File: config.mk
export PLATFORM = sky130hd
export DESIGN_NAME = pe_tile_left
export DESIGN_NICKNAME = d
export VERILOG_FILES = /design/src/hdl/cgra_config_pkg.sv /design/src/hdl/cgra_route_pkg.sv /design/src/hdl/clb.sv /design/src/hdl/connect_box.sv /design/src/hdl/pe_tile_left.sv /design/src/hdl/switch_box_left.sv
export SDC_FILE = /design/constraint.sdc
export NUM_CORES = 1
export LEC_CHECK = 0
export BUFFER_PORTS_ARGS = -buffer_cell sky130_fd_sc_hd__buf_2
export CORE_ASPECT_RATIO = 1.75
export CORE_MARGIN = 3
export CORE_UTILIZATION = 35
export CTS_BUF_LIST = sky130_fd_sc_hd__clkbuf_4 sky130_fd_sc_hd__clkbuf_8 sky130_fd_sc_hd__clkbuf_16
export DETAILED_ROUTE_END_ITERATION = 10
export HOLD_SLACK_MARGIN = 0.05
export SYNTH_ARGS = -nofsm -noshare
export SYNTH_HDL_FRONTEND = slang
export SYNTH_SLANG_ARGS = --single-unit
File: constraint.sdc
create_clock -name clk -period 5.15 [get_ports clk]
set_clock_uncertainty 0.15 [all_clocks]
set_input_delay 1.03 -clock clk [delete_from_list [all_inputs] [get_ports clk]]
set_output_delay 1.03 -clock clk [all_outputs]
set_load 0.05 [all_outputs]
File: src/hdl/cgra_config_pkg.sv
package cgra_config_pkg;

	// block numbers carried in the block field of a write.
	localparam logic [15:0] BLOCK_SB  = 16'd7;
	localparam logic [15:0] BLOCK_CB0 = 16'd6;
	localparam logic [15:0] BLOCK_CB1 = 16'd5;
	localparam logic [15:0] BLOCK_CLB = 16'd4;

	// one write on the configuration port.
	typedef struct packed {
		logic        valid;
		logic [15:0] tile;
		logic [15:0] block;
		logic [31:0] data;
	} cfg_write_t;

	// connect box select, data bits 2 to 0.
	typedef logic [2:0] cb_sel_t;

	// switch box select for one output track.
	typedef logic [1:0] sb_sel_t;

	localparam sb_sel_t SB_SEL_FIRST  = 2'd0;
	localparam sb_sel_t SB_SEL_SECOND = 2'd1;
	localparam sb_sel_t SB_SEL_THIRD  = 2'd2;
	localparam sb_sel_t SB_SEL_PE     = 2'd3;

	// twelve selects, data bits 23 to 0.
	// entry index is 4 * slot + track.
	typedef sb_sel_t [11:0] sb_config_t;

	// output side slots of the switch box.
	localparam int SB_SLOT_SIDE0 = 0;
	localparam int SB_SLOT_SIDE1 = 1;
	localparam int SB_SLOT_SIDE3 = 2;

endpackage

File: src/hdl/cgra_route_pkg.sv
package cgra_route_pkg;

	// tracks per side.
	localparam int TRACKS = 4;

	typedef logic [TRACKS-1:0] side_tracks_t;

	// all four sides drive into the tile.
	typedef struct packed {
		side_tracks_t side0;
		side_tracks_t side1;
		side_tracks_t side2;
		side_tracks_t side3;
	} tile_in_t;

	// side 2 is the array edge, no outputs there.
	typedef struct packed {
		side_tracks_t side0;
		side_tracks_t side1;
		side_tracks_t side3;
	} tile_out_t;

	// logic block function.
	typedef enum logic [1:0] {
		OP_AND   = 2'd0,
		OP_OR    = 2'd1,
		OP_XOR   = 2'd2,
		OP_PASS0 = 2'd3
	} clb_op_t;

endpackage

File: src/hdl/clb.sv
`timescale 1ns/1ps

module clb (
	input  logic                    clk,
	input  logic                    rst,
	input  logic                    config_enable,
	input  cgra_route_pkg::clb_op_t config_data,
	input  logic                    in0,
	input  logic                    in1,
	output logic                    out
);
	import cgra_route_pkg::*;

	clb_op_t op_q;
	logic    result;

	// opcode register.
	always_ff @(posedge clk) begin
		if (rst) begin
			op_q <= OP_AND;
		end else if (config_enable) begin
			op_q <= config_data;
		end
	end

	always_comb begin
		case (op_q)
			OP_AND: begin
				result = in0 & in1;
			end
			OP_OR: begin
				result = in0 | in1;
			end
			OP_XOR: begin
				result = in0 ^ in1;
			end
			OP_PASS0: begin
				result = in0;
			end
			default: begin
				result = 1'b0;
			end
		endcase
	end

	// this flop breaks the loop
	// through the switch box and connect boxes.
	always_ff @(posedge clk) begin
		if (rst) begin
			out <= 1'b0;
		end else begin
			out <= result;
		end
	end

	// a write must carry a known opcode.
	a_op_write_known: assert property (
		@(posedge clk) disable iff (rst)
		config_enable |-> !$isunknown(config_data)
	);

endmodule

File: src/hdl/connect_box.sv
`timescale 1ns/1ps

module connect_box (
	input  logic                     clk,
	input  logic                     rst,
	input  logic                     config_en,
	input  cgra_config_pkg::cb_sel_t config_data,
	input  logic [7:0]               tracks,
	output logic                     block_out
);
	import cgra_config_pkg::*;

	cb_sel_t sel_q;

	// select register, cleared to track 0.
	always_ff @(posedge clk) begin
		if (rst) begin
			sel_q <= '0;
		end else if (config_en) begin
			sel_q <= config_data;
		end
	end

	// tracks 0 to 3 are side inputs, 4 to 7 routed outputs.
	always_comb begin
		case (sel_q)
			3'd0: begin
				block_out = tracks[0];
			end
			3'd1: begin
				block_out = tracks[1];
			end
			3'd2: begin
				block_out = tracks[2];
			end
			3'd3: begin
				block_out = tracks[3];
			end
			3'd4: begin
				block_out = tracks[4];
			end
			3'd5: begin
				block_out = tracks[5];
			end
			3'd6: begin
				block_out = tracks[6];
			end
			default: begin
				block_out = tracks[7];
			end
		endcase
	end

	// operand must be known once out of reset.
	// an X here usually means an undriven neighbour track.
	a_operand_known: assert property (
		@(posedge clk) disable iff (rst)
		!$isunknown(block_out)
	);

endmodule

File: src/hdl/pe_tile_left.sv
`timescale 1ns/1ps

module pe_tile_left (
	input  logic                        clk,
	input  logic                        rst,
	input  cgra_config_pkg::cfg_write_t cfg,
	input  logic [15:0]                 tile_id,
	input  cgra_route_pkg::tile_in_t    tile_in,
	output cgra_route_pkg::tile_out_t   tile_out
);
	import cgra_config_pkg::*;
	import cgra_route_pkg::*;

	// one strobe per configurable block.
	typedef struct packed {
		logic sb;
		logic cb0;
		logic cb1;
		logic clb;
	} block_en_t;

	block_en_t en;
	logic      tile_hit;
	logic      op_0;
	logic      op_1;
	logic      pe_out;

	assign tile_hit = cfg.valid && (cfg.tile == tile_id);

	// decode block number into a one-hot strobe.
	always_comb begin
		en = '0;
		if (tile_hit) begin
			case (cfg.block)
				BLOCK_SB: begin
					en.sb = 1'b1;
				end
				BLOCK_CB0: begin
					en.cb0 = 1'b1;
				end
				BLOCK_CB1: begin
					en.cb1 = 1'b1;
				end
				BLOCK_CLB: begin
					en.clb = 1'b1;
				end
				default: begin
					en = '0;
				end
			endcase
		end
	end

	// side inputs on tracks 0-3, routed outputs on 4-7.
	connect_box cb0 (
		.clk(clk),
		.rst(rst),
		.config_en(en.cb0),
		.config_data(cb_sel_t'(cfg.data[2:0])),
		.tracks({tile_out.side0, tile_in.side0}),
		.block_out(op_0)
	);

	connect_box cb1 (
		.clk(clk),
		.rst(rst),
		.config_en(en.cb1),
		.config_data(cb_sel_t'(cfg.data[2:0])),
		.tracks({tile_out.side1, tile_in.side1}),
		.block_out(op_1)
	);

	clb compute_block (
		.clk(clk),
		.rst(rst),
		.config_enable(en.clb),
		.config_data(clb_op_t'(cfg.data[1:0])),
		.in0(op_0),
		.in1(op_1),
		.out(pe_out)
	);

	switch_box_left sb (
		.clk(clk),
		.rst(rst),
		.config_en(en.sb),
		.config_data(sb_config_t'(cfg.data[23:0])),
		.tile_in(tile_in),
		.pe_output(pe_out),
		.tile_out(tile_out)
	);

endmodule

File: src/hdl/switch_box_left.sv
`timescale 1ns/1ps

module switch_box_left (
	input  logic                        clk,
	input  logic                        rst,
	input  logic                        config_en,
	input  cgra_config_pkg::sb_config_t config_data,
	input  cgra_route_pkg::tile_in_t    tile_in,
	input  logic                        pe_output,
	output cgra_route_pkg::tile_out_t   tile_out
);
	import cgra_config_pkg::*;
	import cgra_route_pkg::*;

	sb_config_t   sel_q;
	side_tracks_t out_side0;
	side_tracks_t out_side1;
	side_tracks_t out_side3;

	// one 2-bit select per output track.
	always_ff @(posedge clk) begin
		if (rst) begin
			sel_q <= '0;
		end else if (config_en) begin
			sel_q <= config_data;
		end
	end

	// pick among the other three sides, in side order, or the pe.
	function automatic logic pick(
		input sb_sel_t sel,
		input logic    first,
		input logic    second,
		input logic    third,
		input logic    pe
	);
		logic res;
		case (sel)
			SB_SEL_FIRST: begin
				res = first;
			end
			SB_SEL_SECOND: begin
				res = second;
			end
			SB_SEL_THIRD: begin
				res = third;
			end
			SB_SEL_PE: begin
				res = pe;
			end
			default: begin
				res = 1'b0;
			end
		endcase
		return res;
	endfunction

	always_comb begin
		for (int t = 0; t < TRACKS; t++) begin
			// side 0 draws from sides 1, 2, 3.
			out_side0[t] = pick(
				sel_q[SB_SLOT_SIDE0 * TRACKS + t],
				tile_in.side1[t],
				tile_in.side2[t],
				tile_in.side3[t],
				pe_output
			);
			// side 1 draws from sides 0, 2, 3.
			out_side1[t] = pick(
				sel_q[SB_SLOT_SIDE1 * TRACKS + t],
				tile_in.side0[t],
				tile_in.side2[t],
				tile_in.side3[t],
				pe_output
			);
			// side 3 draws from sides 0, 1, 2.
			out_side3[t] = pick(
				sel_q[SB_SLOT_SIDE3 * TRACKS + t],
				tile_in.side0[t],
				tile_in.side1[t],
				tile_in.side2[t],
				pe_output
			);
		end
	end

	assign tile_out = '{
		side0: out_side0,
		side1: out_side1,
		side3: out_side3
	};

	// a write during reset would be dropped.
	a_no_write_in_reset: assert property (
		@(posedge clk)
		!(rst && config_en)
	);

endmodule

==> key figures <==
Outcome
  – Status: finished, final reports clean

Routing
  – Vias: 2,169
  – DRT iter0 DRCs: 77
  – Vias per cell: around 5.5
  – Drt total wl: between 6000 and 7000 um
  – Remaining DRCs: 0
  – Pre-antenna DRT Iters: 4
  – Wirelength per Cell: 16.1 um
  – ANT nets after route: 0

Die
  – # IOs: approximately 110
  – Initial core utilization: 0.363
  – Die width: 65.3 um
  – Die area: ~7200 um^2
  – Rows: 37
  – Die Ht: around 110 um
  – Core Footprint: slightly below 6000 um^2

STA
  – Hold Slack: 325 ps
  – Slew Viols, Final: 0
  – Part of the cycle the worst path needs: 0.600
  – Crit path time final: ~3100 ps
  – Worst-Margin Slew: 1080 ps
  – Final worst setup slack: around 2100 ps
  – # setup viols final: 0
  – Final Hold Fails: 0
  – RSZ-0062 raised after global routing: no
  – Max Fclk: around 320 MHz
  – Rel. slew slack: 0.281
  – Setup TNS Final: 0 ps

Placed design
  – IO Port Bufs: 102
  – Setup slack at placement: around 1800 ps
  – Inst Count DP: roughly 390
  – DPL Wire Length: roughly 5000 um
  – Global placer's final weighted congestion: 0.809
  – DP Area: roughly 2700 um^2

Yosys
  – EDFF count, synth: 0
  – Synthesized area: approximately 2200 um^2
  – Async SR Flop Fraction: 0
  – Synth area leader: dfxtp_1
  – Post-synth top cells: 33 x dfxtp_1, 30 x a21oi_1, 28 x nand4_1, 28 x o31ai_1, 16 x xor2_1
  – Syn Inst Count: 231
  – Top_reg_cell synth: dfxtp_1
  – Netlist cell types: 35
  – Net Count, Synth: 332
  – Flop and latch count out of synthesis: 33
  – Top-area cell type share of the netlist area: 0.307
  – Yosys warnings: 0
  – Syn Area/Cell: ~9.3 um^2
  – Most frequent cell after synthesis: dfxtp_1
  – Ranking of synthesized cells by area: dfxtp_1 31%, mux4_2 13%, o31ai_1 9.8%, nand4_1 8.1%, a21oi_1 7.0%
  – Register area share after synthesis: 0.307

Power and ir drop
  – Switching power share of the total: 0.266
  – Tot Pwr: 0.563 mW
  – P_sw: approximately 0.15 mW
  – Comb power frac: 0.187
  – Internal: slightly above 0.4 mW
  – Peak VDD IR: around 0.12 mV
  – Clk pwr share: 0.358
  – Sequential Power Share: 0.455
  – Pwr/cell area: 204 nW/um^2
  – Pleak: 1.06 nW

Clock tree
  – Hold Buf Count CTS: 0
  – Setup Buffers After CTS: 0
  – # clock sinks: 33
  – Post-CTS sizing: 0
  – Htree depth: 2
  – Clk_lat worst skew: roughly 280 ps
  – CTS root buf: clkbuf_8
  – CTS tree: built
  – Clk slew on worst S/H paths: ~60 ps
  – CTS Buf Count: 5
  – Clk buf depth: 2

Hold path
  – Hold WC Path Type: flop to flop
  – Hold Crit Depth: 2

Global routing
  – Grt ovf: 0
  – Total GRT Usage: 0.179
  – Vias in the first global route: just over 2,000
  – Initial antenna violation count: 0
  – First-pass GRT wire length: 9920 um
  – Pin count of the biggest net entering global routing: 36

Final layout
  – Net count, final: roughly 420
  – N_diodes: 0
  – Final instance count without filler cells: 397
  – Final core occ: 0.465
  – Layout area overhead: 28.0%
  – Layout cells sized above 1: 0.404
  – Cell area after layout: 2760 um^2

Worst setup path
  – Worst reg2reg path depth: 9
  – Worst Path Required: about 5200 ps
  – Critical-path cell list: buf_2 -> xor2_1 -> nor4_1 -> nand2_1 -> or4_4 -> mux2i_1
  – Crit start category: input pin
  – Worst EP arrival: approximately 3100 ps
  – CP max FO: 29
  – WS Path Type: input pin to flop
  – Worst path max stage delay: 690 ps
  – CP endpoint kind: flop
  – CP max stage cell: or4_4

Run
  – Maxcap violations: 0
-- routing by layer --
metal / share of wire / GRT usage / up-vias
met2: 0.53 / 0.320 / 70
met4: 0.014 / 0.0668 / 0
li1: - / - / 1074
met5: 0 / 0 / -
met3: 0.054 / 0.0286 / 6
met1: 0.40 / 0.212 / 1019
-- layout by cell type (no fill, tap or decap), types with 2 or more instances in the layout --
master,netlist,final
buf_2,8,102
dfxtp_1,33,33
a21oi_1,30,30
o31ai_1,28,28
nand4_1,28,28
xor2_1,16,16
mux4_2,12,12
nand2b_1,8,8
mux2i_1,7,7
inv_1,5,5
nand2_1,5,5
nor2b_1,5,5
clkbuf_8,0,5
nor4_2,3,3
nor4_1,3,3
clkbuf_4,0,3
and3_1,2,2
a211o_1,2,2
nor2_1,2,2
a211oi_1,2,2
nand3_1,2,2
and2_1,2,2
ha_1,2,2
-- final timing paths --
check        slack [ps]                    end              start
min reg2reg         320            sb.sel_q[5]        sb.sel_q[5]
max reg2reg        2700      compute_block.out  compute_block.out
max                2060  compute_block.op_q[0]         tile_id[8]
min                 320            sb.sel_q[5]        sb.sel_q[5]
-- cells by family after synthesis --
logic type	after synthesis	share of synthesized area
fa+ha+maj	2	0.0116
mux	20	0.163
xor+xnor	16	0.0651
buf+inv	28	0.0570
simple gates	65	0.195
flops	33	0.307
compound gates	67	0.201
-- power groups by stage --
stage / Combinational (mW) / Clock, mW / Sequential (mW)
6_report: 0.105 / 0.201 / 0.256
3_3_place_gp: 0.104 / 0 / 0.262
5_1_grt: 0.115 / 0.217 / 0.256
2_1_floorplan: 0.0557 / 0 / 0.261
4_1_cts: 0.106 / 0.204 / 0.256
3_5_place_dp: 0.105 / 0 / 0.262
-- flip-flops by register name, indices dropped and copies added (netlist names) --
signal	cells
sb.sel_q	24
compute_block.op_q	2
cb0.sel_q	3
compute_block.out	1
cb1.sel_q	3
-- critical path: cells and delay by family --
family | cells | cell delay, ps
multiplexers | 1 | 140
AND/OR/NAND/NOR | 3 | 1690
XOR/XNOR | 1 | 150
buffers and inverters | 1 | 100
-- area by class of cell --
type                            instances  area (um^2)
Clock buffer                            8         91.3
Inverter                                5         18.8
Sequential cell                        33          661
Fill cell                             661         3170
Tap cell                               78         97.6
Multi-Input combinational cell        170         1370
Timing Repair Buffer                  103          518
No activity file was read; power rests on OpenSTA's default activity.
